### src/hw/mmc5_bus_pkg.sv
// CPU and PPU bus bundles; strobes are only valid together with their ce, no back-pressure
package mmc5_bus_pkg;

	// CPU side, one strobe per M2 cycle
	typedef struct packed {
		logic        ce;    // CPU clock enable
		logic        read;
		logic        write;
		logic [15:0] addr;
		logic [7:0]  wdata;
	} cpu_bus_t;

	// PPU side plus the frame state the mapper snoops
	typedef struct packed {
		logic        ce;       // PPU clock enable
		logic        read;
		logic        write;
		logic [13:0] addr;
		logic [7:0]  wdata;
		logic        in_frame; // Rendering active
		logic        sprite16; // 8x16 sprites enabled
		logic [8:0]  cycle;    // Dot within the line
		logic [8:0]  scanline;
	} ppu_bus_t;

	// ROM view of a PRG select word
	typedef struct packed {
		logic       is_rom;
		logic [6:0] bank;   // 8 KB ROM bank
	} prg_rom_sel_t;

	// RAM view, only eight save RAM banks
	typedef struct packed {
		logic       is_rom;
		logic [3:0] pad;
		logic [2:0] bank;
	} prg_ram_sel_t;

	// One select word, decoded by its top bit
	typedef union packed {
		prg_rom_sel_t rom;
		prg_ram_sel_t ram;
	} prg_sel_u;

endpackage

### src/hw/mmc5_reg_pkg.sv
// MMC5 register map and decoded config; vertical split, ext attributes and audio registers absent
package mmc5_reg_pkg;

	// Page selectors on cpu.addr[15:10]
	localparam logic [5:0] REG_PAGE   = 6'b010100; // $5000-$53FF
	localparam logic [5:0] EXRAM_PAGE = 6'b010111; // $5C00-$5FFF

	// Offsets inside the register page
	localparam logic [9:0] REG_PRG_MODE      = 10'h100;
	localparam logic [9:0] REG_CHR_MODE      = 10'h101;
	localparam logic [9:0] REG_PROTECT_1     = 10'h102;
	localparam logic [9:0] REG_PROTECT_2     = 10'h103;
	localparam logic [9:0] REG_EXRAM_MODE    = 10'h104;
	localparam logic [9:0] REG_MIRRORING     = 10'h105;
	localparam logic [9:0] REG_FILL_TILE     = 10'h106;
	localparam logic [9:0] REG_FILL_ATTR     = 10'h107;
	localparam logic [9:0] REG_PRG_RAM_BANK  = 10'h113;
	localparam logic [9:0] REG_PRG_BANK_0    = 10'h114;
	localparam logic [9:0] REG_PRG_BANK_1    = 10'h115;
	localparam logic [9:0] REG_PRG_BANK_2    = 10'h116;
	localparam logic [9:0] REG_PRG_BANK_3    = 10'h117;
	localparam logic [9:0] REG_CHR_BANK_BASE = 10'h120; // 12 registers, $5120-$512B
	localparam logic [9:0] REG_CHR_UPPER     = 10'h130;
	localparam logic [9:0] REG_IRQ_LINE      = 10'h203;
	localparam logic [9:0] REG_IRQ_STATUS    = 10'h204; // Write sets enable, read clears pending
	localparam logic [9:0] REG_MUL_A         = 10'h205;
	localparam logic [9:0] REG_MUL_B         = 10'h206;

	// Unlock values for PRG RAM writes
	localparam logic [1:0] PROTECT_1_KEY = 2'b10;
	localparam logic [1:0] PROTECT_2_KEY = 2'b01;

	localparam logic [7:0] IRQ_LAST_LINE = 8'd239; // Last visible line

	// Per-quadrant nametable source, bit 1 set means the mapper supplies the byte
	typedef enum logic [1:0] {VRAM_A, VRAM_B, EXRAM, FILL} nt_src_e;

	typedef enum logic [1:0] {NT_0, NT_1, RAM_RW, RAM_RO} exram_mode_e;

	typedef logic [9:0] chr_bank_t; // {upper bits, written byte}

	typedef struct packed {
		logic [1:0]          prg_mode;
		logic [1:0]          chr_mode;
		logic                prg_ram_we;   // Both keys matched
		exram_mode_e         exram_mode;
		nt_src_e [3:0]       mirroring;    // Index is PPU addr[11:10]
		logic [7:0]          fill_tile;
		logic [1:0]          fill_attr;
		logic [2:0]          prg_ram_bank;
		logic [3:0][7:0]     prg_bank;     // Bit 7 set selects ROM
		chr_bank_t [11:0]    chr_bank;
		logic [1:0]          chr_upper;
		logic                chr_last;     // 1 when $5128-$512F written last
		logic [7:0]          irq_line;
		logic                irq_enable;
	} mmc5_cfg_t;

endpackage

### src/hw/mmc5_scanline_irq.sv
// MMC5 scanline IRQ; relies on the PPU scanline count, lines 1 to 239 only, no in-frame tracking
`timescale 1ns/10ps

module mmc5_scanline_irq import mmc5_reg_pkg::*, mmc5_bus_pkg::*; (
	input  logic      clk,
	input  logic      rst_n,
	input  ppu_bus_t  ppu,
	input  mmc5_cfg_t cfg,
	input  logic      status_read, // CPU read of $5204
	output logic      irq_pending,
	output logic      irq
);

	logic trig;     // Compare hit, one ppu.ce old
	logic last_lsb; // Scanline bit 0 at the previous ppu.ce

	always_ff @(posedge clk) begin
		if (!rst_n) begin
			irq_pending <= 1'b0;
			trig        <= 1'b0;
			last_lsb    <= 1'b0;
		end else begin
			if (ppu.ce) begin
				trig <= (cfg.irq_line != 8'd0) && (cfg.irq_line <= IRQ_LAST_LINE) &&
				        (ppu.scanline == {1'b0, cfg.irq_line});
				last_lsb <= ppu.scanline[0];
			end
			if (status_read)
				irq_pending <= 1'b0;
			// Next line after the match, takes priority over the clear
			if (ppu.ce && trig && (ppu.scanline[0] != last_lsb))
				irq_pending <= 1'b1;
		end
	end

	assign irq = irq_pending && cfg.irq_enable;

endmodule

### config.mk
export PLATFORM = sky130hd
export DESIGN_NAME = mmc5_scanline_irq
export DESIGN_NICKNAME = d
export VERILOG_FILES = /design/src/hw/mmc5_bus_pkg.sv /design/src/hw/mmc5_reg_pkg.sv /design/src/hw/mmc5_scanline_irq.sv
export SDC_FILE = /design/constraint.sdc
export NUM_CORES = 1
export LEC_CHECK = 0
export ABC_CLOCK_PERIOD_IN_PS = 1700
export BUFFER_PORTS_ARGS = -buffer_cell sky130_fd_sc_hd__buf_2
export CORE_AREA = 5 5 92 94
export CTS_CLUSTER_SIZE = 16
export DETAILED_ROUTE_END_ITERATION = 8
export DIE_AREA = 0 0 97 99
export PLACE_DENSITY = 0.53
export SETUP_SLACK_MARGIN = 0.1
export SYNTH_ARGS = -nofsm -noshare
export SYNTH_HDL_FRONTEND = slang
export SYNTH_SLANG_ARGS = --single-unit
### constraint.sdc
create_clock -name clk -period 1.7 [get_ports clk]
set_input_delay 0.34 -clock clk [delete_from_list [all_inputs] [get_ports clk]]
set_output_delay 0.34 -clock clk [all_outputs]
set_load 0.02 [all_outputs]
==> impl_metrics.py <==
metrics = {
    "synthesis": {
        "syn_avg_cell_area_sq_um": 8.341,
        "ys_seq_area_share_pct": 24.00,
        "ys_ff_latch": 3,
        "synth_top_cell_by_area": "dfxtp_1",
        "ys_types": 17,
        "syn_nets": 270,
        "synth.area.top_cells": "dfxtp_1 (24%), xor2_1 (21%), xnor2_1 (7.0%)",
        "ys_warn_count": 0,
        "synth_top_area_share_pct": 24.00,
        "syn_inst": 30,
        "syn_area_sq_um": 250.2,
    },
    "placement": {
        "dp_hpwl_um": 898,
        "routabilityCongestion": 0.6304,
        "port_buffers": 23,
        "placed_cells": 155,
        "dpl_cell_area_sq_um": 493.0,
    },
    "sta": {
        "period_share_pct": 68.54,
        "finClkSkew_ns": 0.002776,
        "rsz0062_at_grt": "no",
        "finalSetupViolations": 0,
        "tightest_slew_ns": 0.3019,
        "timing.fmax_mhz": 858.2,
        "setup_tns_ns": 0,
        "hold_viol_final": 0,
        "fin_crit_ns": 1.165,
        "slew_headroom_pct": 79.69,
        "finalMaxSlewViolations": 0,
    },
    "routing": {
        "drc_errors": 0,
        "wl_per_cell_um": 6.189,
        "drt_iter0_drc": 10,
        "wl_um": 984,
        "firstDrtPassIters": 2,
        "via_count": 312,
        "via_per_inst": 1.962,
        "ant_nets": 0,
    },
    "final_layout": {
        "antenna_cells": 0,
        "syn_to_final_growth_pct": 115.0,
        "fin_area_sq_um": 538.0,
        "drive_gt1_share_pct": 49.12,
        "fillCellCount": 885,
        "final_nets": 298,
        "instances_no_fill": 159,
    },
    "global_route": {
        "grt_pass1_wl_um": 1497,
        "gr-usage-met1_pct": 2.062,
        "use_met3_pct": 0.7077,
        "top_usage_layer": "met2",
        "grtUsageMet2_pct": 3.769,
        "antenna_found_initial": 0,
        "grt_overflow": 0,
        "grt_usage_pct": 2.046,
        "grt_max_degree": 5,
        "grt_pass1_vias": 328,
    },
    "floorplanning": {
        "die_x_um": 97,
        "die_h_um": 99,
        "rows": 32,
        "fp.dieArea_sq_um": 9603,
        "core_sq_um": 7567,
        "initial_core_util_pct": 3.307,
        "io_pins": 242,
    },
    "worst_setup_path": {
        "worst_setup_path_start_kind": "flip-flop",
        "regToRegStartpoint": "last_lsb$_SDFFE_PN0P_",
        "endpoint": "irq",
        "rr_worst_depth": 3,
        "reg2reg_to": "irq_pending$_SDFFE_PN0P_",
        "path_class": "reg2out",
        "cp.required_ns": 1.36,
        "path_max_fanout": 3,
        "arrival_ns": 0.83,
        "worstSetupEndpointType": "output port",
        "crit_start": "irq_pending$_SDFFE_PN0P_",
        "r2r_setup_slack_ns": 0.86,
    },
    "clocking": {
        "ctsHoldBuffers": 0,
        "postCtsSetupBuffers": 0,
        "numCtsBuffers": 3,
        "cts_tree": "done",
        "htreeDepth": 1,
        "clock_latency_ns": 0.21,
        "clk_pin_slew_ns": 0.03,
        "ctsRootBufferMaster": "clkbuf_8",
        "cts.sinks": 3,
        "cts_max_path_buffers": 2,
        "cts_resized": 0,
    },
    "pwr": {
        "power.total_uw": 337.4,
        "vdd_drop_max_mv": 0.1692,
        "p_per_area_nw_per_um2": 627.1,
        "leakage_nw": 0.2038,
    },
    "run_status": {
        "status": "complete, no violations",
    },
    "worst_hold_path": {
        "min_path_type": "in2reg",
        "hold_start": "ppu[44]",
        "worstHoldPathCells": 2,
    },
    "job": {
        "drv_cap": 0,
    },
}
## sequential cells by signal, indices dropped and copies added, names as in the netlist
| signal | count |
|---|---|
| trig | 1 |
| irq_pending | 1 |
| last_lsb | 1 |
## worst max-delay path: stages (launching register included)
cell and delay (ns):
dfxtp_1 0.34, and2_1 0.12, buf_2 0.15
## layer usage
layer,vias up,wire length (um)
met5,-,0
met4,0,0
met3,0,87
met2,20,502
met1,131,394
li1,161,-
## placed cells by master (no fill, tap or decap), drive strengths merged, types with 2 or more instances in the layout
cell	count
xnor2	2
buf	23
nor4	3
nand2	4
nor2b	2
clkbuf	4
xor2	6
dfxtp	3
## power breakdown
group          switching (mW)  leakage (nW)  internal (mW)
Sequential           0.000909        0.0244         0.0724
Combinational          0.0278         0.157         0.0318
Clock                  0.0447        0.0228          0.160
Total                  0.0734         0.204          0.264
## how the worst min path moves through the flow
stage	to	slack [ns]
after floorplan	trig$_SDFFE_PN0P_	0.45
after global placement	trig$_SDFFE_PN0P_	0.49
after detailed placement	trig$_SDFFE_PN0P_	0.49
after CTS	last_lsb$_SDFFE_PN0P_	0.39
after global routing	trig$_SDFFE_PN0P_	0.40
final	trig$_SDFFE_PN0P_	0.39
## cell type report
type / instances / area, sq um / area share (%)
clock buffer: 4 / 45.04 / 8.372
timing repair buffer: 23 / 115.1 / 21.40
multi-input combinational: 26 / 186.4 / 34.65
tap: 102 / 127.6 / 23.72
inverter: 1 / 3.754 / 0.6977
sequential: 3 / 60.06 / 11.16
## Yosys cell counts (all sizes together)
library cell,count
mux2i,1
o21ai,1
xnor2,2
nor3,1
o22ai,1
nor2,1
xor2,6
nor2b,2
and2,1
nand4,1
inv,1
a32oi,1
a31oi,1
dfxtp,3
nor4,3
nand2,4
## kinds of logic after synthesis
kind of cell / synth area share [%]
xor+xnor: 28.00
mux: 4.000
compound gates: 13.00
simple gates: 29.50
buf+inv: 1.499
flops: 24.00
## per-stage QoR
step	worst slack, ns	hold WS [ns]	util (%)
6_report	0.5348	0.3945	7.110
3_3_place_gp	0.4477	0.4852	6.515
3_5_place_dp	0.4189	0.4880	6.515
2_1_floorplan	0.6616	0.4525	-
5_1_grt	0.4779	0.4005	7.110
4_1_cts	0.5134	0.3891	7.110
Power figures use the tool's default switching activity.
