### config.mk
export PLATFORM = sky130hd
export DESIGN_NAME = mmc5_chr_map
export DESIGN_NICKNAME = d
export VERILOG_FILES = /design/src/hw/mmc5_bus_pkg.sv /design/src/hw/mmc5_reg_pkg.sv /design/src/hw/mmc5_chr_map.sv
export SDC_FILE = /design/constraint.sdc
export NUM_CORES = 1
export LEC_CHECK = 0
export ABC_CLOCK_PERIOD_IN_PS = 4200
export BUFFER_PORTS_ARGS = -buffer_cell sky130_fd_sc_hd__buf_2
export CORE_AREA = 2 2 99 101
export DETAILED_ROUTE_END_ITERATION = 7
export DIE_AREA = 0 0 101 103
export GPL_TIMING_DRIVEN = 0
export PLACE_DENSITY = 0.59
export SLEW_MARGIN = 40
export SYNTH_ARGS = -nofsm -noshare
export SYNTH_HDL_FRONTEND = slang
export SYNTH_SLANG_ARGS = --single-unit
### constraint.sdc
create_clock -name vclk -period 4.2
set_input_delay 0.21 -clock vclk [all_inputs]
set_output_delay 0.21 -clock vclk [all_outputs]
set_load 0.01 [all_outputs]
### src/hw/mmc5_bus_pkg.sv
// CPU and PPU bus bundles; strobes are only valid together with their ce, no back-pressure
package mmc5_bus_pkg;

	// CPU side, one strobe per M2 cycle
	typedef struct packed {
		logic        ce;    // CPU clock enable
		logic        read;
		logic        write;
		logic [15:0] addr;
		logic [7:0]  wdata;
	} cpu_bus_t;

	// PPU side plus the frame state the mapper snoops
	typedef struct packed {
		logic        ce;       // PPU clock enable
		logic        read;
		logic        write;
		logic [13:0] addr;
		logic [7:0]  wdata;
		logic        in_frame; // Rendering active
		logic        sprite16; // 8x16 sprites enabled
		logic [8:0]  cycle;    // Dot within the line
		logic [8:0]  scanline;
	} ppu_bus_t;

	// ROM view of a PRG select word
	typedef struct packed {
		logic       is_rom;
		logic [6:0] bank;   // 8 KB ROM bank
	} prg_rom_sel_t;

	// RAM view, only eight save RAM banks
	typedef struct packed {
		logic       is_rom;
		logic [3:0] pad;
		logic [2:0] bank;
	} prg_ram_sel_t;

	// One select word, decoded by its top bit
	typedef union packed {
		prg_rom_sel_t rom;
		prg_ram_sel_t ram;
	} prg_sel_u;

endpackage

### src/hw/mmc5_reg_pkg.sv
// MMC5 register map and decoded config; vertical split, ext attributes and audio registers absent
package mmc5_reg_pkg;

	// Page selectors on cpu.addr[15:10]
	localparam logic [5:0] REG_PAGE   = 6'b010100; // $5000-$53FF
	localparam logic [5:0] EXRAM_PAGE = 6'b010111; // $5C00-$5FFF

	// Offsets inside the register page
	localparam logic [9:0] REG_PRG_MODE      = 10'h100;
	localparam logic [9:0] REG_CHR_MODE      = 10'h101;
	localparam logic [9:0] REG_PROTECT_1     = 10'h102;
	localparam logic [9:0] REG_PROTECT_2     = 10'h103;
	localparam logic [9:0] REG_EXRAM_MODE    = 10'h104;
	localparam logic [9:0] REG_MIRRORING     = 10'h105;
	localparam logic [9:0] REG_FILL_TILE     = 10'h106;
	localparam logic [9:0] REG_FILL_ATTR     = 10'h107;
	localparam logic [9:0] REG_PRG_RAM_BANK  = 10'h113;
	localparam logic [9:0] REG_PRG_BANK_0    = 10'h114;
	localparam logic [9:0] REG_PRG_BANK_1    = 10'h115;
	localparam logic [9:0] REG_PRG_BANK_2    = 10'h116;
	localparam logic [9:0] REG_PRG_BANK_3    = 10'h117;
	localparam logic [9:0] REG_CHR_BANK_BASE = 10'h120; // 12 registers, $5120-$512B
	localparam logic [9:0] REG_CHR_UPPER     = 10'h130;
	localparam logic [9:0] REG_IRQ_LINE      = 10'h203;
	localparam logic [9:0] REG_IRQ_STATUS    = 10'h204; // Write sets enable, read clears pending
	localparam logic [9:0] REG_MUL_A         = 10'h205;
	localparam logic [9:0] REG_MUL_B         = 10'h206;

	// Unlock values for PRG RAM writes
	localparam logic [1:0] PROTECT_1_KEY = 2'b10;
	localparam logic [1:0] PROTECT_2_KEY = 2'b01;

	localparam logic [7:0] IRQ_LAST_LINE = 8'd239; // Last visible line

	// Per-quadrant nametable source, bit 1 set means the mapper supplies the byte
	typedef enum logic [1:0] {VRAM_A, VRAM_B, EXRAM, FILL} nt_src_e;

	typedef enum logic [1:0] {NT_0, NT_1, RAM_RW, RAM_RO} exram_mode_e;

	typedef logic [9:0] chr_bank_t; // {upper bits, written byte}

	typedef struct packed {
		logic [1:0]          prg_mode;
		logic [1:0]          chr_mode;
		logic                prg_ram_we;   // Both keys matched
		exram_mode_e         exram_mode;
		nt_src_e [3:0]       mirroring;    // Index is PPU addr[11:10]
		logic [7:0]          fill_tile;
		logic [1:0]          fill_attr;
		logic [2:0]          prg_ram_bank;
		logic [3:0][7:0]     prg_bank;     // Bit 7 set selects ROM
		chr_bank_t [11:0]    chr_bank;
		logic [1:0]          chr_upper;
		logic                chr_last;     // 1 when $5128-$512F written last
		logic [7:0]          irq_line;
		logic                irq_enable;
	} mmc5_cfg_t;

endpackage

### src/hw/mmc5_chr_map.sv
// MMC5 CHR mapping; combinational, no split or ext attribute override, CHR region fixed at 2'b10
`timescale 1ns/10ps

module mmc5_chr_map import mmc5_reg_pkg::*, mmc5_bus_pkg::*; #(
	parameter logic CHR_WRITABLE = 1'b0
) (
	input  ppu_bus_t    ppu,
	input  mmc5_cfg_t   cfg,
	output logic [21:0] chr_addr,
	output logic        chr_allow
);

	localparam logic [1:0] CHR_REGION = 2'b10; // CHR sits above PRG

	logic      sprite_fetch; // Sprite pattern fetches of the line
	logic      chr_set;      // 0 is $5120-$5127, 1 is $5128-$512B
	logic [3:0] idx;
	chr_bank_t bank;
	logic [9:0] sel;         // 1 KB page

	assign sprite_fetch = (ppu.cycle >= 9'd256) && (ppu.cycle <= 9'd319);

	// 8x16 sprites split the sets by fetch type, else the set written last wins
	assign chr_set = (ppu.sprite16 && ppu.in_frame) ? !sprite_fetch : cfg.chr_last;

	always_comb begin
		// Which register serves this address
		case (cfg.chr_mode)
			2'd0: idx = chr_set ? 4'd11 : 4'd7;
			2'd1: idx = chr_set ? 4'd11 : {1'b0, ppu.addr[12], 2'b11};
			2'd2: idx = chr_set ? {2'b10, ppu.addr[11], 1'b1}
			                    : {1'b0, ppu.addr[12:11], 1'b1};
			default: idx = chr_set ? {2'b10, ppu.addr[11:10]} : {1'b0, ppu.addr[12:10]};
		endcase
		bank = cfg.chr_bank[idx];

		// Low page bits come from the address in the larger modes
		case (cfg.chr_mode)
			2'd0: sel = {bank[6:0], ppu.addr[12:10]}; // 8 KB
			2'd1: sel = {bank[7:0], ppu.addr[11:10]}; // 4 KB
			2'd2: sel = {bank[8:0], ppu.addr[10]};    // 2 KB
			default: sel = bank;                      // 1 KB
		endcase
	end

	assign chr_addr  = {CHR_REGION, sel, ppu.addr[9:0]};
	assign chr_allow = CHR_WRITABLE;

endmodule

==> impl_metrics.csv <==
group,metric,value,unit
drt,wl_per_cell,18.7,µm
cells_and_area,diodes,0,
sta,tns,0,ns
critical_path,cp-end-kind,"output port",
power_and_ir_drop,powerDensity,116,nW/µm²
drt,wl_met2,4600,µm
cells_and_area,fill_cells,1087,
run,drv_cap,0,
placement,io_buffers,151,
sta,rsz0062_at_grt,"no",
worst_hold_path,holdCritPathClass,"in2out",
floorplan,die_h,103,µm
global_routing,grt_pass1_wl,13500,µm
critical_path,arrival,2.57,ns
critical_path,crit_required,3.99,ns
global_routing,gr-usage-all-layers,0.169,
sta,setup_violations,0,
clock_network,post_cts_buffers,0,
critical_path,cp_num_buf_inv,3,
drt,drt_drc_violations_left,0,
drt,wl_met1,4060,µm
critical_path,start_kind,"input port",
drt,antenna_left,0,
drt,first_iter_violations,107,
placement,place_hpwl,7610,µm
critical_path,path_max_fanout,10,
critical_path,crit_type,"in2out",
cells_and_area,final_layout_size_suffix_gt1_frac,0.509,
worst_hold_path,min_from,"ppu[37]",
yosys,synthCells,235,
critical_path,worstPathCellList,"buf_2, buf_6, o21bai_1, o311ai_0, nor2_1, nor4_1, nor4_1, mux2_2, buf_2",
cells_and_area,seq_cells,0,
critical_path,cpPeakStageDelay,0.67,ns
global_routing,grt_antenna_before_repair,0,
cells_and_area,layout.nets,626,
power_and_ir_drop,leakage,0.00125,µW
clock_network,cts_hold_buf,0,
yosys,yosys_warnings,0,
floorplan,dieArea,10400,µm²
outcome,status,"completed",
worst_hold_path,min_to,"chr_addr[9]",
worst_hold_path,min_path_cells,2,
yosys,yosysSeqAreaShare,0,
global_routing,grt_max_degree,11,
sta,maxSlewViolCount,0,
power_and_ir_drop,ir_drop,0.0340,mV
yosys,ys_types,59,
drt,viasPerCell,5.01,
drt,firstDrtPassIters,4,
floorplan,initial_core_util,0.178,
placement,gp_congestion,0.839,
sta,finalHoldViolations,0,
power_and_ir_drop,finalPower,301,µW
critical_path,cp_top_family,"compound AO/OA/AOI/OAI gates",
sta,fin_crit_sh,0.662,
sta,worstMarginPinSlew,0.833,ns
cells_and_area,syn_to_final_growth,54.0,%
global_routing,grt_overflow,0,
cells_and_area,fin_util,0.274,
sta,relSlewSlack,0.443,
drt,wl_met3,625,µm
floorplan,die_x,101,µm
critical_path,crit_slowest_cell,"o21bai_1",
drt,vias,2510,
sta,max_freq,0.360,GHz
floorplan,io_pins,260,
clock_network,cts_resized,0,
cells_and_area,seq_area,0,µm²
drt,topRoutingLayerUsed,"met4",
floorplan,placementRows,36,
yosys,syn_area_per_cell,7.16,µm²
drt,wl,9370,µm
sta,period_needed,2.78,ns
yosys,syn_area,1680,µm²
global_routing,grt_pass1_vias,2500,
floorplan,core,9460,µm²
cells_and_area,clock_buffer_count,0,
[kinds of logic (layout without fill, tap and decap cells)]
kind of cell | after synthesis | in the layout | synth area share
AOI/OAI and AO/OA | 84 | 84 | 0.367
other | 2 | 3 | 0.00446
buffers and inverters | 41 | 192 | 0.138
and+or+nand+nor | 79 | 79 | 0.244
muxes | 29 | 29 | 0.246
[how the worst max path moves through the flow]
stage	from	endpoint	slack, ns	cells past startpoint
floorplan	cfg[189]	chr_addr[18]	2.15	6
global placement	ppu[17]	chr_addr[17]	1.30	8
detailed placement	ppu[39]	chr_addr[14]	1.37	10
CTS	ppu[39]	chr_addr[14]	1.37	10
global route	cfg[189]	chr_addr[14]	1.24	9
finish	cfg[189]	chr_addr[14]	1.42	9
[power by group]
group	total, µW	internal [µW]	switching, µW
clock	0	0	0
sequential	0	0	0
combinational	301	146	156
[synthesized netlist by cell type (6+ instances only)]
| cell type | instances | area [µm²] |
|---|---|---|
| mux2_2 | 6 | 67.6 |
| nand2b_1 | 7 | 43.8 |
| a211oi_1 | 10 | 75.1 |
| nor2_1 | 10 | 37.5 |
| a21oi_1 | 14 | 70.1 |
| mux2i_1 | 14 | 140 |
| clkbuf_1 | 9 | 33.8 |
| buf_2 | 9 | 45.0 |
| o21ai_0 | 10 | 50.1 |
| buf_4 | 14 | 105 |
| mux4_2 | 8 | 180 |
| o22ai_1 | 7 | 43.8 |
| nand2_1 | 26 | 97.6 |
[per-stage QoR]
stage	std cells	worst slack (ns)	cell area (µm²)	hold WS, ns
floorplan	236	2.15	1690	0.512
global placement	501	1.30	2580	0.605
detailed placement	501	1.37	2590	0.604
CTS	501	1.37	2590	0.604
global route	501	1.24	2590	0.610
finish	501	1.42	2590	0.603
[layout make-up]
cell class                 instances  area, µm²  share of cell area
multi-input combinational        195       1460               0.563
timing repair buffer             151        756               0.292
buffer                            36        214              0.0826
tap                              114        143              0.0550
inverter                           5       18.8             0.00724
[routing by layer]
| layer | vias up | global-route usage |
|---|---|---|
| li1 | 1223 | - |
| met3 | 6 | 0.0115 |
| met2 | 123 | 0.321 |
| met1 | 1158 | 0.218 |
| met5 | - | 0 |
| met4 | 0 | 0.0166 |
[cell usage in the layout (no fill, tap or decap), drive strengths merged, types with 2 or more instances in the layout]
cell and n:
o22ai 7, a21oi 14, o2bb2ai 2, buf 178
o221a 3, nand2b 7, o311ai 2, a211oi 10
conb 3, and3b 4, mux2 6, a211o 2
mux2i 14, a221o 2, nor2b 5, nand3 5
a221oi 5, o211ai 2, a22oi 2, nor4 5
a31oi 2, nor3 5, o21a 2, nand2 26
clkbuf 9, nor2 10, or2 2, o41ai 4
mux4 9, inv 4, o221ai 2, or3 2
and2 2, o21ai 10
No activity file was read; power rests on OpenSTA's default activity.
