[src/hw/mmc5_bus_pkg.sv]
// CPU and PPU bus bundles; strobes are only valid together with their ce, no back-pressure
package mmc5_bus_pkg;

	// CPU side, one strobe per M2 cycle
	typedef struct packed {
		logic        ce;    // CPU clock enable
		logic        read;
		logic        write;
		logic [15:0] addr;
		logic [7:0]  wdata;
	} cpu_bus_t;

	// PPU side plus the frame state the mapper snoops
	typedef struct packed {
		logic        ce;       // PPU clock enable
		logic        read;
		logic        write;
		logic [13:0] addr;
		logic [7:0]  wdata;
		logic        in_frame; // Rendering active
		logic        sprite16; // 8x16 sprites enabled
		logic [8:0]  cycle;    // Dot within the line
		logic [8:0]  scanline;
	} ppu_bus_t;

	// ROM view of a PRG select word
	typedef struct packed {
		logic       is_rom;
		logic [6:0] bank;   // 8 KB ROM bank
	} prg_rom_sel_t;

	// RAM view, only eight save RAM banks
	typedef struct packed {
		logic       is_rom;
		logic [3:0] pad;
		logic [2:0] bank;
	} prg_ram_sel_t;

	// One select word, decoded by its top bit
	typedef union packed {
		prg_rom_sel_t rom;
		prg_ram_sel_t ram;
	} prg_sel_u;

endpackage

[src/hw/mmc5_reg_pkg.sv]
// MMC5 register map and decoded config; vertical split, ext attributes and audio registers absent
package mmc5_reg_pkg;

	// Page selectors on cpu.addr[15:10]
	localparam logic [5:0] REG_PAGE   = 6'b010100; // $5000-$53FF
	localparam logic [5:0] EXRAM_PAGE = 6'b010111; // $5C00-$5FFF

	// Offsets inside the register page
	localparam logic [9:0] REG_PRG_MODE      = 10'h100;
	localparam logic [9:0] REG_CHR_MODE      = 10'h101;
	localparam logic [9:0] REG_PROTECT_1     = 10'h102;
	localparam logic [9:0] REG_PROTECT_2     = 10'h103;
	localparam logic [9:0] REG_EXRAM_MODE    = 10'h104;
	localparam logic [9:0] REG_MIRRORING     = 10'h105;
	localparam logic [9:0] REG_FILL_TILE     = 10'h106;
	localparam logic [9:0] REG_FILL_ATTR     = 10'h107;
	localparam logic [9:0] REG_PRG_RAM_BANK  = 10'h113;
	localparam logic [9:0] REG_PRG_BANK_0    = 10'h114;
	localparam logic [9:0] REG_PRG_BANK_1    = 10'h115;
	localparam logic [9:0] REG_PRG_BANK_2    = 10'h116;
	localparam logic [9:0] REG_PRG_BANK_3    = 10'h117;
	localparam logic [9:0] REG_CHR_BANK_BASE = 10'h120; // 12 registers, $5120-$512B
	localparam logic [9:0] REG_CHR_UPPER     = 10'h130;
	localparam logic [9:0] REG_IRQ_LINE      = 10'h203;
	localparam logic [9:0] REG_IRQ_STATUS    = 10'h204; // Write sets enable, read clears pending
	localparam logic [9:0] REG_MUL_A         = 10'h205;
	localparam logic [9:0] REG_MUL_B         = 10'h206;

	// Unlock values for PRG RAM writes
	localparam logic [1:0] PROTECT_1_KEY = 2'b10;
	localparam logic [1:0] PROTECT_2_KEY = 2'b01;

	localparam logic [7:0] IRQ_LAST_LINE = 8'd239; // Last visible line

	// Per-quadrant nametable source, bit 1 set means the mapper supplies the byte
	typedef enum logic [1:0] {VRAM_A, VRAM_B, EXRAM, FILL} nt_src_e;

	typedef enum logic [1:0] {NT_0, NT_1, RAM_RW, RAM_RO} exram_mode_e;

	typedef logic [9:0] chr_bank_t; // {upper bits, written byte}

	typedef struct packed {
		logic [1:0]          prg_mode;
		logic [1:0]          chr_mode;
		logic                prg_ram_we;   // Both keys matched
		exram_mode_e         exram_mode;
		nt_src_e [3:0]       mirroring;    // Index is PPU addr[11:10]
		logic [7:0]          fill_tile;
		logic [1:0]          fill_attr;
		logic [2:0]          prg_ram_bank;
		logic [3:0][7:0]     prg_bank;     // Bit 7 set selects ROM
		chr_bank_t [11:0]    chr_bank;
		logic [1:0]          chr_upper;
		logic                chr_last;     // 1 when $5128-$512F written last
		logic [7:0]          irq_line;
		logic                irq_enable;
	} mmc5_cfg_t;

endpackage

[src/hw/mmc5_regs.sv]
// MMC5 register file; writes land on cpu.ce edges, readback is combinational and open bus is 8'hFF
`timescale 1ns/10ps

module mmc5_regs import mmc5_reg_pkg::*, mmc5_bus_pkg::*; (
	input  logic       clk,
	input  logic       rst_n,
	input  cpu_bus_t   cpu,
	input  logic       irq_pending,
	input  logic       ppu_in_frame,
	input  logic [7:0] exram_rdata,  // Already one cycle behind the address
	output mmc5_cfg_t  cfg,
	output logic       status_read,
	output logic [7:0] prg_rdata
);

	logic        protect_1, protect_2; // Key match per protect register
	logic        key_1_ok, key_2_ok;
	logic        reg_wr;
	logic        chr_wr;               // Write somewhere in $5120-$512F
	logic [7:0]  mul_a, mul_b;
	logic [15:0] product;

	assign reg_wr   = cpu.ce && cpu.write && (cpu.addr[15:10] == REG_PAGE);
	assign chr_wr   = reg_wr && (cpu.addr[9:4] == REG_CHR_BANK_BASE[9:4]);
	assign key_1_ok = (cpu.wdata[1:0] == PROTECT_1_KEY);
	assign key_2_ok = (cpu.wdata[1:0] == PROTECT_2_KEY);
	assign product  = mul_a * mul_b; // Unsigned 8x8

	always_ff @(posedge clk) begin
		if (!rst_n) begin
			cfg             <= '0;
			cfg.prg_mode    <= 2'd3;  // 8 KB banks
			cfg.prg_bank[3] <= 8'hFF; // Last ROM bank at $E000
			protect_1       <= 1'b0;
			protect_2       <= 1'b0;
			mul_a           <= '0;
			mul_b           <= '0;
		end else begin
			if (reg_wr) begin
				case (cpu.addr[9:0])
					REG_PRG_MODE:   cfg.prg_mode <= cpu.wdata[1:0];
					REG_CHR_MODE:   cfg.chr_mode <= cpu.wdata[1:0];
					REG_PROTECT_1: begin
						protect_1      <= key_1_ok;
						cfg.prg_ram_we <= key_1_ok && protect_2; // Other key as stored
					end
					REG_PROTECT_2: begin
						protect_2      <= key_2_ok;
						cfg.prg_ram_we <= protect_1 && key_2_ok;
					end
					REG_EXRAM_MODE: cfg.exram_mode <= exram_mode_e'(cpu.wdata[1:0]);
					REG_MIRRORING: begin
						// Two bits per quadrant, quadrant 0 in the low bits
						for (int q = 0; q < 4; q++)
							cfg.mirroring[q] <= nt_src_e'(cpu.wdata[2*q +: 2]);
					end
					REG_FILL_TILE:    cfg.fill_tile    <= cpu.wdata;
					REG_FILL_ATTR:    cfg.fill_attr    <= cpu.wdata[1:0];
					REG_PRG_RAM_BANK: cfg.prg_ram_bank <= cpu.wdata[2:0];
					REG_PRG_BANK_0:   cfg.prg_bank[0]  <= cpu.wdata;
					REG_PRG_BANK_1:   cfg.prg_bank[1]  <= cpu.wdata;
					REG_PRG_BANK_2:   cfg.prg_bank[2]  <= cpu.wdata;
					REG_PRG_BANK_3:   cfg.prg_bank[3]  <= {1'b1, cpu.wdata[6:0]}; // ROM only
					REG_CHR_UPPER:    cfg.chr_upper    <= cpu.wdata[1:0];
					REG_IRQ_LINE:     cfg.irq_line     <= cpu.wdata;
					REG_IRQ_STATUS:   cfg.irq_enable   <= cpu.wdata[7];
					REG_MUL_A:        mul_a            <= cpu.wdata;
					REG_MUL_B:        mul_b            <= cpu.wdata;
					default: begin
						// CHR banks take the upper bits as they stand now
						if (chr_wr && cpu.addr[3:0] < 4'd12)
							cfg.chr_bank[cpu.addr[3:0]] <= {cfg.chr_upper, cpu.wdata};
					end
				endcase
			end
			if (chr_wr)
				cfg.chr_last <= cpu.addr[3]; // Set written last, $5128+ is set 1
		end
	end

	assign status_read = cpu.ce && cpu.read && (cpu.addr == {REG_PAGE, REG_IRQ_STATUS});

	always_comb begin
		prg_rdata = 8'hFF; // Open bus
		if (cpu.addr[15:10] == EXRAM_PAGE) begin
			if (cfg.exram_mode inside {RAM_RW, RAM_RO})
				prg_rdata = exram_rdata; // NT modes stay open bus
		end else if (cpu.addr == {REG_PAGE, REG_IRQ_STATUS}) begin
			prg_rdata = {irq_pending, ppu_in_frame, 6'b111111};
		end else if (cpu.addr == {REG_PAGE, REG_MUL_A}) begin
			prg_rdata = product[7:0];
		end else if (cpu.addr == {REG_PAGE, REG_MUL_B}) begin
			prg_rdata = product[15:8];
		end
	end

endmodule

[config.mk]
export PLATFORM = sky130hd
export DESIGN_NAME = mmc5_regs
export DESIGN_NICKNAME = d
export VERILOG_FILES = /design/src/hw/mmc5_bus_pkg.sv /design/src/hw/mmc5_reg_pkg.sv /design/src/hw/mmc5_regs.sv
export SDC_FILE = /design/constraint.sdc
export NUM_CORES = 1
export LEC_CHECK = 0
export BUFFER_PORTS_ARGS = -buffer_cell sky130_fd_sc_hd__buf_4
export CAP_MARGIN = 10
export CELL_PAD_IN_SITES_DETAIL_PLACEMENT = 0
export CELL_PAD_IN_SITES_GLOBAL_PLACEMENT = 2
export CORE_MARGIN = 1.5
export CORE_UTILIZATION = 35
export DETAILED_ROUTE_END_ITERATION = 10
export PLACE_DENSITY = 0.9
export SLEW_MARGIN = 15
export SYNTH_ARGS = -nofsm -noshare
export SYNTH_HDL_FRONTEND = slang
export SYNTH_SLANG_ARGS = --single-unit
[constraint.sdc]
create_clock -name clk -period 14.38 [get_ports clk]
set_input_delay 2.876 -clock clk [delete_from_list [all_inputs] [get_ports clk]]
set_output_delay 2.876 -clock clk [all_outputs]
set_load 0.1 [all_outputs]
==> PnR_summary.wiki <==
{| class="wikitable"
! Metric !! Value
|-
| Area contributors post-synth || sky130_fd_sc_hd__dfxtp_1 (42%), sky130_fd_sc_hd__mux2i_1 (16%), sky130_fd_sc_hd__fa_1 (7.2%), sky130_fd_sc_hd__nor2_1 (5.5%), sky130_fd_sc_hd__ha_1 (4.5%)
|-
| Die width || 172 um
|-
| Distinct cell type count after synthesis || 63
|-
| # H-tree levels || 1
|-
| Final core utilization || 0.459
|-
| Accumulated negative setup slack || 0 ns
|-
| Internal power of the cells || 970 uW
|-
| Clk slew on worst S/H paths || ~0.060 ns
|-
| Instance count of the mapped netlist || 1,036
|-
| Compound-cell area share of the yosys netlist || 0.0616
|-
| GPL Wtd Cong || between 0.8 and 0.9
|-
| Net switching power figure || roughly 270 uW
|-
| Vias || 7,906
|-
| Clock latency on the worst-skew pair || ~0.52 ns
|-
| Number of clock sinks || 209
|-
| Critical Path Source Type || flop
|-
| Type of the worst setup path || flop to output pin
|-
| Power density over the cells || about 97 nW/um2
|-
| Syn. warnings || 0
|-
| Tightest hold margin || about 0.46 ns
|-
| First DRT Iteration DRCs || between 300 and 400
|-
| Die area || 29,500 um2
|-
| Clock network fraction of total power || 0.500
|-
| Result of the run || completed
|-
| Per-instance average area after synthesis || approximately 9.6 um2
|-
| Number of flops mapped to enable cells by yosys || 0
|-
| Worst setup EP type || output pin
|-
| Clock skew after layout || between 0.007 and 0.008 ns
|-
| Nets || ~1,400
|-
| Highest attainable clock frequency || about 120 MHz
|-
| Hold Path Origin || cfg[76]
|-
| Post-route DRC || 0
|-
| Synthesized cell area || 9970 um2
|-
| Cell chosen for the clock root || sky130_fd_sc_hd__clkbuf_16
|-
| CTS tree || done
|-
| Worst Tran Pin Value || between 0.8 and 0.9 ns
|-
| Switching Share || 0.219
|-
| Number of ports placed on the die boundary || 240
|-
| ANT nets after route || 0
|-
| Effective utilization at floorplan || 0.357
|-
| Top-area cell type share of the netlist area || 0.420
|-
| WL/cell || 18.3 um
|-
| Final setup vio count || 0
|-
| Synthesis-to-finish area growth || 28.4%
|-
| Total Routing Usage GR || 0.201
|-
| Number of nets produced by synthesis || roughly 1,100
|-
| First-pass DRT Iterations || 5
|-
| Largest family of logic cells by synthesized area || simple AND/OR/NAND/NOR gates
|-
| Worst R2R Path Depth || 2
|-
| Xor/xnor share of the synthesized area || 0.00790
|-
| Resized cells post-CTS || 0
|-
| Timing endpoint of the critical path || prg_rdata[4]
|-
| Largest net degree at the start of global routing || between 60 and 70
|-
| Largest voltage drop on the vdd net || between 0.00008 and 0.00009 V
|-
| Leading register cell type out of synthesis || sky130_fd_sc_hd__dfxtp_1
|-
| Time the final worst path needs with I/O delays and setup || approximately 8.3 ns
|-
| Placeable core region || between 20,000 and 30,000 um2
|-
| Number of buffer cells added on primary ports || 238
|-
| Share of synthesized area spent on multiplexers || 0.164
|-
| First-pass GRT wire length || about 46,000 um
|-
| First element of the critical path || mul_b[6]
|-
| Final-report max-slew violation count || 0
|-
| Simple-gate share of the synthesized area || 0.184
|-
| Post-Synth Adder-Cell Area || 0.117
|-
| Global route total overflow || 0
|-
| Post-CTS Repair Setup Buffers || 0
|-
| Final hold violation count || 0
|-
| Ratio of cells with drive above 1 in the final layout || 0.245
|-
| Diode insertion count for antenna repair || 0
|-
| Buffers from clock root to sink, at most || 3
|-
| Total length of routed wires || 30,000 um
|-
| Worst endpoint required time || 11.50 ns
|-
| Post-placement worst setup slack || approximately 6.7 ns
|-
| Via density per instance || 4.82
|-
| Setup slack of the most critical reg-to-reg path || roughly 13 ns
|-
| Proportion of synthesized flip-flops having asynchronous set or reset || 0
|-
| Setup ws final || roughly 6.1 ns
|-
| Count of filler cells inserted in the layout || between 2,000 and 3,000
|-
| Leak Pwr || just under 6 nW
|-
| Max-capacitance violation count || 0
|-
| Class of the most critical hold timing path || flop to flop
|-
| Final Cycle Share || 0.576
|-
| Sequential power share || 0.466
|-
| Instance count along the most critical hold path || 2
|-
| Number of core rows || a little over 60
|-
| Worst r2r dst || cfg[111]
|-
| Vias in the first global route || 7,800
|-
| Count of hold-fix buffers inserted at cts || 0
|-
| Clock buffers created by TritonCTS || 24
|-
| Maximum fanout along the worst path || 9
|-
| Unrepaired setup endpoints after global routing || no
|-
| Most used cells in the layout excluding fill and tap cells || sky130_fd_sc_hd__buf_4 (240), sky130_fd_sc_hd__dfxtp_1 (209), sky130_fd_sc_hd__mux2i_1 (161)
|-
| R2R Path Start || cfg[11]
|-
| HPWL after DPL || roughly 22,000 um
|-
| Initial antenna violation count || 0
|-
| Sequential share of the synthesized area || 0.420
|-
| Total of flip-flops plus latches after synthesis || ~210
|-
| Tightest slew margin relative to the limit || 0.404
|-
| Top cell type by total area after synthesis || sky130_fd_sc_hd__dfxtp_1
|-
| Combinational Power Share || 0.034
|-
| Signal arrival time at the worst endpoint || 5.40 ns
|-
| Height of the chip || between 150 and 200 um
|-
| Most common cell after layout, fill and taps aside || sky130_fd_sc_hd__buf_4
|}
cells by family (layout without fill, tap and decap cells):
kind of cell / after synthesis / in the layout
compound gates: 100 / 100
xor+xnor: 9 / 9
fa+ha+maj: 72 / 72
buf+inv: 108 / 335
flops: 209 / 209
mux: 163 / 163
other cells: 1 / 1
simple gates: 374 / 374
layout make-up:
class                   count  area, um2  share of cell area
inverters                  51        194              0.0151
flip-flops and latches    209       4180               0.327
well taps                 378        473              0.0369
multi-input cells         719       5340               0.417
repair buffers            240       1800               0.141
clock buffers              37        719              0.0562
clock inverters             7        100             0.00781
registers in the layout (all words and copies together), names as in the netlist:
| signal | count |
|---|---|
| cfg | 191 |
| mul_b | 8 |
| protect_2 | 1 |
| mul_a | 8 |
| protect_1 | 1 |
power groups by stage:
stage	logic (mW)	registers, mW	clock network (mW)
final	0.0420	0.579	0.620
after global placement	0.0425	0.592	0
after CTS	0.0427	0.579	0.636
after detailed placement	0.0426	0.592	0
after global routing	0.0452	0.579	0.660
after floorplan	0.0218	0.592	0
through the flow:
step	area [um2]	cells	power, mW
after CTS	12800	1641	1.26
after global placement	12000	1597	0.634
after detailed placement	12000	1597	0.634
final	12800	1641	1.24
after floorplan	9970	1036	0.614
after global routing	12800	1641	1.28
worst min-delay path by stage:
stage                      endpoint
final                       cfg[76]
after global routing        cfg[66]
after CTS                   cfg[76]
after detailed placement    cfg[65]
after global placement       cfg[9]
after floorplan           protect_2
layer usage:
layer / share of wire / vias to the layer above / global-route usage
met4: 0.021 / 0 / 0.0514
met5: 0 / - / 0
met3: 0.062 / 41 / 0.0435
met2: 0.45 / 187 / 0.322
li1: - / 3895 / -
met1: 0.46 / 3783 / 0.274
synthesized netlist by cell type (3+ instances only):
cell and instances:
sky130_fd_sc_hd__dfxtp_1 209, sky130_fd_sc_hd__nand2_1 79, sky130_fd_sc_hd__buf_6 3, sky130_fd_sc_hd__nor3_1 6, sky130_fd_sc_hd__nand4b_1 3, sky130_fd_sc_hd__ha_1 36, sky130_fd_sc_hd__a21oi_1 19, sky130_fd_sc_hd__nor2b_1 7
sky130_fd_sc_hd__and3_1 5, sky130_fd_sc_hd__clkbuf_1 33, sky130_fd_sc_hd__o21ai_0 42, sky130_fd_sc_hd__xnor2_1 4, sky130_fd_sc_hd__a211oi_1 3, sky130_fd_sc_hd__inv_1 51, sky130_fd_sc_hd__o22ai_1 5, sky130_fd_sc_hd__a21o_1 4
sky130_fd_sc_hd__and2_1 49, sky130_fd_sc_hd__fa_1 36, sky130_fd_sc_hd__buf_2 16, sky130_fd_sc_hd__buf_1 4, sky130_fd_sc_hd__nor2_1 146, sky130_fd_sc_hd__nand3_1 48, sky130_fd_sc_hd__o21ai_2 10, sky130_fd_sc_hd__nor2_2 6
sky130_fd_sc_hd__mux2i_1 161, sky130_fd_sc_hd__xor2_1 5
critical path: stages (launching register included):
cell and delay (ns):
sky130_fd_sc_hd__dfxtp_1 0.50, sky130_fd_sc_hd__and2_1 0.20, sky130_fd_sc_hd__fa_1 0.45, sky130_fd_sc_hd__fa_1 0.52
sky130_fd_sc_hd__fa_1 0.55, sky130_fd_sc_hd__inv_1 0.06, sky130_fd_sc_hd__fa_1 0.53, sky130_fd_sc_hd__inv_1 0.04
sky130_fd_sc_hd__ha_1 0.35, sky130_fd_sc_hd__a2111oi_0 0.42, sky130_fd_sc_hd__o21ai_0 0.20, sky130_fd_sc_hd__and2_1 0.20
sky130_fd_sc_hd__a31oi_1 0.19, sky130_fd_sc_hd__xor2_1 0.09, sky130_fd_sc_hd__a221oi_1 0.27, sky130_fd_sc_hd__buf_4 0.34
Power figures use the tool's default switching activity.
