File: config.mk
export PLATFORM = sky130hd
export DESIGN_NAME = mmc5_prg_map
export DESIGN_NICKNAME = d
export VERILOG_FILES = /design/src/hw/mmc5_bus_pkg.sv /design/src/hw/mmc5_reg_pkg.sv /design/src/hw/mmc5_prg_map.sv
export SDC_FILE = /design/constraint.sdc
export NUM_CORES = 1
export LEC_CHECK = 0
export BUFFER_PORTS_ARGS = -buffer_cell sky130_fd_sc_hd__buf_2
export CAP_MARGIN = 20
export CORE_AREA = 8 8 88 90
export DETAILED_ROUTE_END_ITERATION = 16
export DIE_AREA = 0 0 96 98
export MAX_ROUTING_LAYER = met4
export PLACE_DENSITY_LB_ADDON = 0.2
export SKIP_LAST_GASP = 1
export SLEW_MARGIN = 20
export SYNTH_ARGS = -nofsm -noshare
export SYNTH_HDL_FRONTEND = slang
export SYNTH_SLANG_ARGS = --single-unit
File: constraint.sdc
create_clock -name vclk -period 2.3
set_input_delay 0.115 -clock vclk [all_inputs]
set_output_delay 0.115 -clock vclk [all_outputs]
set_load 0.1 [all_outputs]
File: src/hw/mmc5_bus_pkg.sv
// CPU and PPU bus bundles; strobes are only valid together with their ce, no back-pressure
package mmc5_bus_pkg;

	// CPU side, one strobe per M2 cycle
	typedef struct packed {
		logic        ce;    // CPU clock enable
		logic        read;
		logic        write;
		logic [15:0] addr;
		logic [7:0]  wdata;
	} cpu_bus_t;

	// PPU side plus the frame state the mapper snoops
	typedef struct packed {
		logic        ce;       // PPU clock enable
		logic        read;
		logic        write;
		logic [13:0] addr;
		logic [7:0]  wdata;
		logic        in_frame; // Rendering active
		logic        sprite16; // 8x16 sprites enabled
		logic [8:0]  cycle;    // Dot within the line
		logic [8:0]  scanline;
	} ppu_bus_t;

	// ROM view of a PRG select word
	typedef struct packed {
		logic       is_rom;
		logic [6:0] bank;   // 8 KB ROM bank
	} prg_rom_sel_t;

	// RAM view, only eight save RAM banks
	typedef struct packed {
		logic       is_rom;
		logic [3:0] pad;
		logic [2:0] bank;
	} prg_ram_sel_t;

	// One select word, decoded by its top bit
	typedef union packed {
		prg_rom_sel_t rom;
		prg_ram_sel_t ram;
	} prg_sel_u;

endpackage

File: src/hw/mmc5_reg_pkg.sv
// MMC5 register map and decoded config; vertical split, ext attributes and audio registers absent
package mmc5_reg_pkg;

	// Page selectors on cpu.addr[15:10]
	localparam logic [5:0] REG_PAGE   = 6'b010100; // $5000-$53FF
	localparam logic [5:0] EXRAM_PAGE = 6'b010111; // $5C00-$5FFF

	// Offsets inside the register page
	localparam logic [9:0] REG_PRG_MODE      = 10'h100;
	localparam logic [9:0] REG_CHR_MODE      = 10'h101;
	localparam logic [9:0] REG_PROTECT_1     = 10'h102;
	localparam logic [9:0] REG_PROTECT_2     = 10'h103;
	localparam logic [9:0] REG_EXRAM_MODE    = 10'h104;
	localparam logic [9:0] REG_MIRRORING     = 10'h105;
	localparam logic [9:0] REG_FILL_TILE     = 10'h106;
	localparam logic [9:0] REG_FILL_ATTR     = 10'h107;
	localparam logic [9:0] REG_PRG_RAM_BANK  = 10'h113;
	localparam logic [9:0] REG_PRG_BANK_0    = 10'h114;
	localparam logic [9:0] REG_PRG_BANK_1    = 10'h115;
	localparam logic [9:0] REG_PRG_BANK_2    = 10'h116;
	localparam logic [9:0] REG_PRG_BANK_3    = 10'h117;
	localparam logic [9:0] REG_CHR_BANK_BASE = 10'h120; // 12 registers, $5120-$512B
	localparam logic [9:0] REG_CHR_UPPER     = 10'h130;
	localparam logic [9:0] REG_IRQ_LINE      = 10'h203;
	localparam logic [9:0] REG_IRQ_STATUS    = 10'h204; // Write sets enable, read clears pending
	localparam logic [9:0] REG_MUL_A         = 10'h205;
	localparam logic [9:0] REG_MUL_B         = 10'h206;

	// Unlock values for PRG RAM writes
	localparam logic [1:0] PROTECT_1_KEY = 2'b10;
	localparam logic [1:0] PROTECT_2_KEY = 2'b01;

	localparam logic [7:0] IRQ_LAST_LINE = 8'd239; // Last visible line

	// Per-quadrant nametable source, bit 1 set means the mapper supplies the byte
	typedef enum logic [1:0] {VRAM_A, VRAM_B, EXRAM, FILL} nt_src_e;

	typedef enum logic [1:0] {NT_0, NT_1, RAM_RW, RAM_RO} exram_mode_e;

	typedef logic [9:0] chr_bank_t; // {upper bits, written byte}

	typedef struct packed {
		logic [1:0]          prg_mode;
		logic [1:0]          chr_mode;
		logic                prg_ram_we;   // Both keys matched
		exram_mode_e         exram_mode;
		nt_src_e [3:0]       mirroring;    // Index is PPU addr[11:10]
		logic [7:0]          fill_tile;
		logic [1:0]          fill_attr;
		logic [2:0]          prg_ram_bank;
		logic [3:0][7:0]     prg_bank;     // Bit 7 set selects ROM
		chr_bank_t [11:0]    chr_bank;
		logic [1:0]          chr_upper;
		logic                chr_last;     // 1 when $5128-$512F written last
		logic [7:0]          irq_line;
		logic                irq_enable;
	} mmc5_cfg_t;

endpackage

File: src/hw/mmc5_prg_map.sv
// MMC5 PRG mapping; purely combinational, save RAM limited to eight 8 KB banks at PRG_RAM_BASE
`timescale 1ns/10ps

module mmc5_prg_map import mmc5_reg_pkg::*, mmc5_bus_pkg::*; #(
	parameter logic [5:0] PRG_RAM_BASE = 6'b111100
) (
	input  cpu_bus_t    cpu,
	input  mmc5_cfg_t   cfg,
	output logic [21:0] prg_addr,
	output logic        prg_allow
);

	prg_sel_u sel;

	// Mode table, bank 3 always carries is_rom from the register
	always_comb begin
		if (!cpu.addr[15]) begin
			// $6000-$7FFF in every mode
			sel.ram.is_rom = 1'b0;
			sel.ram.pad    = '0;
			sel.ram.bank   = cfg.prg_ram_bank;
		end else begin
			case (cfg.prg_mode)
				2'd0: sel = {cfg.prg_bank[3][7:2], cpu.addr[14:13]}; // 32 KB
				2'd1: begin
					if (cpu.addr[14])
						sel = {cfg.prg_bank[3][7:1], cpu.addr[13]}; // 16 KB high
					else
						sel = {cfg.prg_bank[1][7:1], cpu.addr[13]}; // 16 KB low
				end
				2'd2: begin
					if (!cpu.addr[14])
						sel = {cfg.prg_bank[1][7:1], cpu.addr[13]};
					else if (!cpu.addr[13])
						sel = cfg.prg_bank[2]; // $C000
					else
						sel = cfg.prg_bank[3]; // $E000
				end
				default: sel = cfg.prg_bank[cpu.addr[14:13]]; // Four 8 KB windows
			endcase
		end
	end

	// ROM from 0, RAM in its own region
	assign prg_addr = sel.rom.is_rom ? {2'b00, sel.rom.bank, cpu.addr[12:0]}
	                                 : {PRG_RAM_BASE, sel.ram.bank, cpu.addr[12:0]};

	// Reads anywhere from $6000 up, writes only to unlocked RAM
	assign prg_allow = (cpu.addr >= 16'h6000) &&
	                   (!cpu.write || (!sel.rom.is_rom && cfg.prg_ram_we));

endmodule

==> results of run 1 <==
-- layout make-up --
type / instances / area [µm²]
Timing Repair Buffer: 57 / 358
Multi-Input combinational cell: 74 / 622
Fill cell: 755 / 5400
Tap cell: 80 / 100
Inverter: 5 / 18.8
-- cells by family after synthesis --
kind of cell           Yosys count  synth area share (%)
multiplexers                     9                  16.1
AO/OA/AOI/OAI                   30                  30.2
AND/OR/NAND/NOR                 35                  29.1
buffers and inverters           29                  24.6
-- cells in the final DEF (no fill, tap or decap), types with 4 or more instances in the layout --
cell and count:
inv_1 5, buf_4 5, nor2_1 6, nand2_1 4
buf_2 48, buf_12 4, mux2i_1 4
-- worst max path at each step --
stage                              end  cells after the start
after floorplan           prg_addr[13]                      6
after global placement    prg_addr[15]                      7
final                     prg_addr[15]                      7
after global routing      prg_addr[15]                      7
after detailed placement  prg_addr[15]                      7
after CTS                 prg_addr[15]                      7
-- routing by layer --
| layer | up-vias | part of all wire (%) | track usage, % |
|---|---|---|---|
| li1 | 446 | - | - |
| met1 | 407 | 51 | 10.3 |
| met2 | 37 | 41 | 10.2 |
| met3 | 0 | 7.8 | 1.69 |
| met4 | 0 | 0 | 0 |
| met5 | - | 0 | - |
-- metrics by stage --
step / instances / hold WS, ps
2_1_floorplan: 103 / 442
3_3_place_gp: 216 / 231
3_5_place_dp: 216 / 231
4_1_cts: 216 / 231
5_1_grt: 216 / 230
6_report: 216 / 230
-- critical path, stage by stage --
cell and delay, ps:
buf_2 80, nor2b_2 330, buf_4 220, mux2_4 290, a2111oi_0 410, a21o_1 180, buf_12 180
-- Yosys cell counts --
master	instances
a2111oi_0	3
a211oi_1	3
a21bo_2	1
a21o_1	1
a21oi_1	3
a221oi_1	1
a222oi_1	2
a22o_1	1
a22oi_1	3
a311oi_1	1
a31oi_1	1
and2b_1	3
and2b_4	1
and3b_1	1
and4b_1	1
buf_2	3
buf_4	16
buf_6	2
clkbuf_1	3
inv_1	5
mux2_2	2
mux2_4	1
mux2i_1	4
mux4_2	2
nand2_1	4
nand2b_1	1
nand3_1	3
nand3b_1	1
nand4b_1	1
nor2_1	6
nor2b_1	3
nor2b_2	1
nor3_1	2
nor3b_1	3
nor4b_1	4
o2111ai_1	1
o211ai_1	1
o21ai_0	4
o22ai_2	1
o31a_1	2
o31ai_1	1
-- power groups by stage --
stage | combinational (W) | clock [W] | sequential (W)
after global placement | 0.000323 | 0 | 0
after global routing | 0.000338 | 0 | 0
final | 0.000319 | 0 | 0
after floorplan | 0.000327 | 0 | 0
after CTS | 0.000324 | 0 | 0
after detailed placement | 0.000323 | 0 | 0
==> impl_summary.md, run 1 <==
Status
The flow ran to the end, and the final reports show no timing, DRC or antenna violations.

STA
Measured against its own limit, the worst slew margin works out to 66.2%. The number of max-slew violations in the final report was 0. The upper clock frequency limit is 519 MHz. The final count of negative-setup-slack endpoints is 0. The smallest setup slack after layout is 371 ps. The post-layout minimum cycle time is 1930 ps.

The part of the cycle the worst path needs is 83.9%. Setup repair after global routing left no endpoint under its margin. The final number of hold-violating endpoints was 0. At the pin with the least slew margin, the transition time is 510 ps.

The accumulated negative setup slack is 0 ps.

Power and ir drop
The leakage dissipation is 0.476 nW. IR analysis of the VDD net gives a maximum drop of 141 µV. The clock network accounts for 0% of the total power. Sequential cells account for 0% of the total power. The total net switching power is 0.000205 W. The total power consumption of the routed design is 0.000319 W.

The part of the power in combinational logic is 100.0%. The cell-internal power is 0.000114 W. In this run switching power makes up 64.4% of total power. For this design the ratio of total power to cell area is 290 mW/mm².

Logic synthesis
The post-synthesis net count is 322. The number of different library cells in the post-synthesis netlist is 41. The number of warnings reported in the yosys synthesis log is 0.

The post-synthesis cell count is 103. In this run the mean area of a mapped cell was 7.40 µm². The sequential fraction of the synthesis area is 0%. In this run the biggest area consumer among cell types represents 15.8% of the synthesized area.

buf_4 takes more of the synthesized area than any other cell. The synthesized netlist occupies a cell area of 762 µm². By area the synthesized netlist is led by buf_4 16%, mux4_2 5.9%, mux2i_1 5.3%.

Worst setup path
At the worst endpoint, the required time is 2180 ps. The worst setup path is of the in -> out kind. The worst setup path is launched from an input pin. Of all nets on the critical path, the largest fanout is 5. Data on the critical path arrives at its endpoint at 1810 ps. The first element of the critical path is cfg[191]. STA classifies the critical path endpoint as an output pin.

Drt
The vias after detailed routing is 890. After detailed routing, the number of vias per cell comes to 4.12. The number of optimization iterations in the first detailed-route pass is 4.

After detailed routing, the total wire length is 3540 µm. The remaining number of nets flagged by the antenna check after routing is 0. The first routing iteration left 39 violations. The DRC violation count after routing is 0. Dividing the detail-routed wire length by the instance count gives 16.4 µm.

GRT
Entering global routing, the biggest net connects 22 pins. After global routing the overflow that remains totals 0. The wire length of the first global-routing pass is 5210 µm. The overall routing resource usage is 7.13%.

The number of global-route vias before repair is 949. The number of antenna violations at the first check in global routing came to 0.

Worst hold path
Counting instances, the worst hold path has a depth of 0. The hold-critical path endpoint is prg_addr[4]. The worst hold path startpoint is cpu[12]. The worst hold path belongs to the class in -> out.

Clock network
The number of hold buffers added after CTS was 0. The number of gates resized after CTS was 0. The buffer count from post-CTS setup fixing is 0.

Floorplan
The vertical die dimension is 98 µm. The top-level port count is 242. The core region is 0.00649 mm². The floorplan step defined a die boundary enclosing 0.00941 mm². Once the floorplan was initialized, standard cells occupied 11.7% of the core. The floorplan step set the die width to 96 µm. The initialized floorplan defines 30 standard-cell rows.

Placement
The standard cell area after detailed placement is 0.00110 mm². The count of buffers added on input and output ports is 52. OpenSTA, run right after detailed placement, puts the worst setup slack at 352 ps. The HPWL after detailed placement is 2990 µm.

The congestion estimate from routability-driven global placement came to 0.727.

Cells and area
Compared with the post-synthesis result, the final layout area differs by 44.2%. Sequential cells placed in the final layout were counted as 0. The final design area excluding fillers is 0.00110 mm². The clock tree buffer count of the final layout is 0. Summing all flip-flop and latch instances after layout gives 0 µm².

The number of nets in the finished design is 357. The number of antenna cells inserted is 0. The fraction of layout instances using a drive strength above 1 is 50.7%.

Cells fill 16.9% of the core in the end.

Run
The number of max-cap violations is 0.
No activity file was read; power rests on OpenSTA's default activity.
==> run 2, diff against run 1 <==
CORE_AREA = 8 8 87 89   (was 8 8 88 90)
DIE_AREA = 0 0 95 97   (was 0 0 96 98)
clock period = 1.7 ns   (was 2.3 ns; I/O delays follow)
==> run 2 against run 1 <==
  * Worst hold slack lost 60 ps
  * Flip-flop and latch count unchanged
  * Combinational power is 60% higher
  * Global-route usage is 0.84 points higher
  * First-iteration DRC count decreased by 2.6%
  * Non-clock buffer count up 11
  * Critical path depth is 1 higher
  * Core utilization increased by 4.3 points
  * Count of clock-buffer cells in the layout did not move
  * Design area rose by 20%
  * Critical path type unchanged
  * Largest cell class unchanged
==> impl_summary.md, run 2 (same netlist as run 1, synthesis figures left out) <==
Drt
The final wirelength is 3680 µm (+3.8%). The vias after detailed routing came to 935 (+5.1%). The remaining number of nets flagged by the antenna check after routing is 0 (unchanged). The routed wirelength normalized by instance count is 16.3 µm (-0.40%).

The number of optimization iterations in the first detailed-route pass is 4 (unchanged). The DRC violation count after routing is 0 (unchanged). The average vias per placed instance is 4.16 (+0.85%). The violation count after the first detailed-route iteration is 38 (-2.6%).

Worst hold path
The class of the tightest hold or removal check is in -> out.

GRT
The overall routing resource usage is 7.97% (+0.84 points). The wire length of the first global-routing pass came to 5800 µm (+11%). The overflow left after global routing was 0 (unchanged). The number of global-route vias before repair is 1,048 (+10%). The number of antenna violations at the first check in global routing is 1 (+1).

The largest net degree at the start of global routing is 18 (-18%).

Power and ir drop
The power density relative to cell area is 389 mW/mm² (+34%). The total net switching power is 0.000296 W (+44%). The share of total power consumed by net switching is 58.0% (-6.4 points). The relative contribution of sequential cells to total power is 0% (unchanged).

The proportion of power drawn by the clock network is 0% (unchanged). The leakage dissipation is 0.572 nW (+20%). The cell-internal power is 0.000215 W (+89%). The maximum ir drop on the vdd rail came to 178 µV (+25%). The part of the power in combinational logic is 100.0% (about the same).

Status
The flow ran to the end, and the final reports show no timing, DRC or antenna violations.

Run
The number of max-cap violations is 0 (unchanged).

Placement
The HPWL after detailed placement is 3150 µm (+5.4%). The final weighted congestion of routability-driven global placement is 0.761 (+4.8%). The setup slack at placement is -34.4 ps (-386 ps).

The count of port buffers added during placement is 52 (unchanged).

STA
The number of max-slew violations in the final report came to 0 (unchanged). The normalized max-slew margin is 69.9% (+3.6 points). The accumulated negative setup slack is 0 ps (unchanged).

The smallest setup slack after layout is 54.0 ps (-317 ps). The final count of negative-setup-slack endpoints is 0 (unchanged). The post-layout minimum cycle time is 1650 ps. The final number of hold-violating endpoints came to 0 (unchanged). The upper clock frequency limit is 608 MHz.

The part of the cycle the worst path needs is 96.8%. Setup repair after global routing could not meet its margin everywhere. The slew at the pin closest to its max-slew limit was 452 ps (-58.2 ps).

Cells and area
The fraction of layout instances using a drive strength above 1 is 59.9% (+9.1 points). The relative area change from synthesis to final layout is 72.4%. The core occupancy in the finished layout is 21.2% (+4.3 points). Leaving out fill and tap cells, the most frequent cell in the layout is buf_2.

The sequential standard cell area was 0 µm² (unchanged). The layout sequential cell count is 0 (unchanged). The filler cell count is 711 (-5.8%). The clock tree buffer count of the final layout is 0 (unchanged).

The top cell types in the final layout, fill and taps aside, are 42 x buf_2, 14 x buf_4, 10 x buf_12, 5 x inv_1, 5 x nor2_1. The number of nets in the finished design is 368 (+3.1%).

Worst setup path
The startpoint type of the worst setup path is an input pin. The worst endpoint data arrival time is 1560 ps (-250 ps). The critical path is of the in -> out type. The endpoint type of the worst setup path is an output pin. The maximum net fanout on the critical path is 14 (+9). The data required time of the worst path is 1620 ps (-560 ps).

Floorplan
The number of placement rows is 29 (-3.3%). The core region area is 0.00620 mm² (-4.5%). The die span in x was 95 µm (-1.0%). The vertical die dimension came to 97 µm (-1.0%).

The area of the die was 0.00922 mm² (-2.1%). The starting utilization of the core area was 12.3% (+0.55 points). The top-level port count came to 242 (unchanged).
==> run 2: per-stage QoR <==
| stage | total power [W] | instances | instance area [µm²] | hold WS, ps |
|---|---|---|---|---|
| floorplan | 0.000451 | 103 | 836 | 382 |
| global placement | 0.000503 | 224 | 1270 | 171 |
| detailed placement | 0.000502 | 224 | 1270 | 171 |
| CTS | 0.000506 | 224 | 1280 | 171 |
| global route | 0.000545 | 225 | 1310 | 170 |
| finish | 0.000511 | 225 | 1310 | 170 |
==> run 2: worst max-delay path: stages <==
cell,delay [ps]
buf_2,110
buf_4,180
buf_4,180
nor2b_1,130
a2111oi_1,370
a2111oi_1,100
a21o_2,240
buf_12,170
==> run 2: final timing paths <==
kind | startpoint | endpoint | slack (ps) | depth (start not counted)
min | cpu[14] | prg_addr[6] | 170 | 0
max | cfg[191] | prg_addr[15] | 50 | 8
==> run 2: layout make-up <==
| type | instances | area (µm²) | area share (%) |
|---|---|---|---|
| diodes | 1 | 2.50 | 0.190 |
| inverters | 5 | 18.8 | 1.43 |
| multi-input cells | 74 | 662 | 50.4 |
| well taps | 77 | 96.3 | 7.33 |
| repair buffers | 68 | 534 | 40.7 |
==> run 2: power by group through the flow <==
stage | Clock (W) | Combinational, W | Sequential [W]
after global routing | 0.0000000000786 | 0.000545 | 0
after detailed placement | 0 | 0.000502 | 0
after CTS | 0 | 0.000506 | 0
final | 0.0000000000786 | 0.000511 | 0
after floorplan | 0 | 0.000451 | 0
after global placement | 0 | 0.000503 | 0
==> run 2: what timing repair did <==
action,CTS,global route
hold buffers,0,0
gates cloned,0,0
resized for setup,2,8
setup buffers,0,0
endpoints found under the setup margin,2,8
pin swaps,0,1
==> run 2: routing by layer <==
layer | vias up | wire, µm | track usage, %
met5 | - | 0 | -
met4 | 0 | 54 | 1.20
met3 | 14 | 279 | 1.85
met2 | 37 | 1540 | 11.8
met1 | 413 | 1800 | 10.8
li1 | 471 | - | -
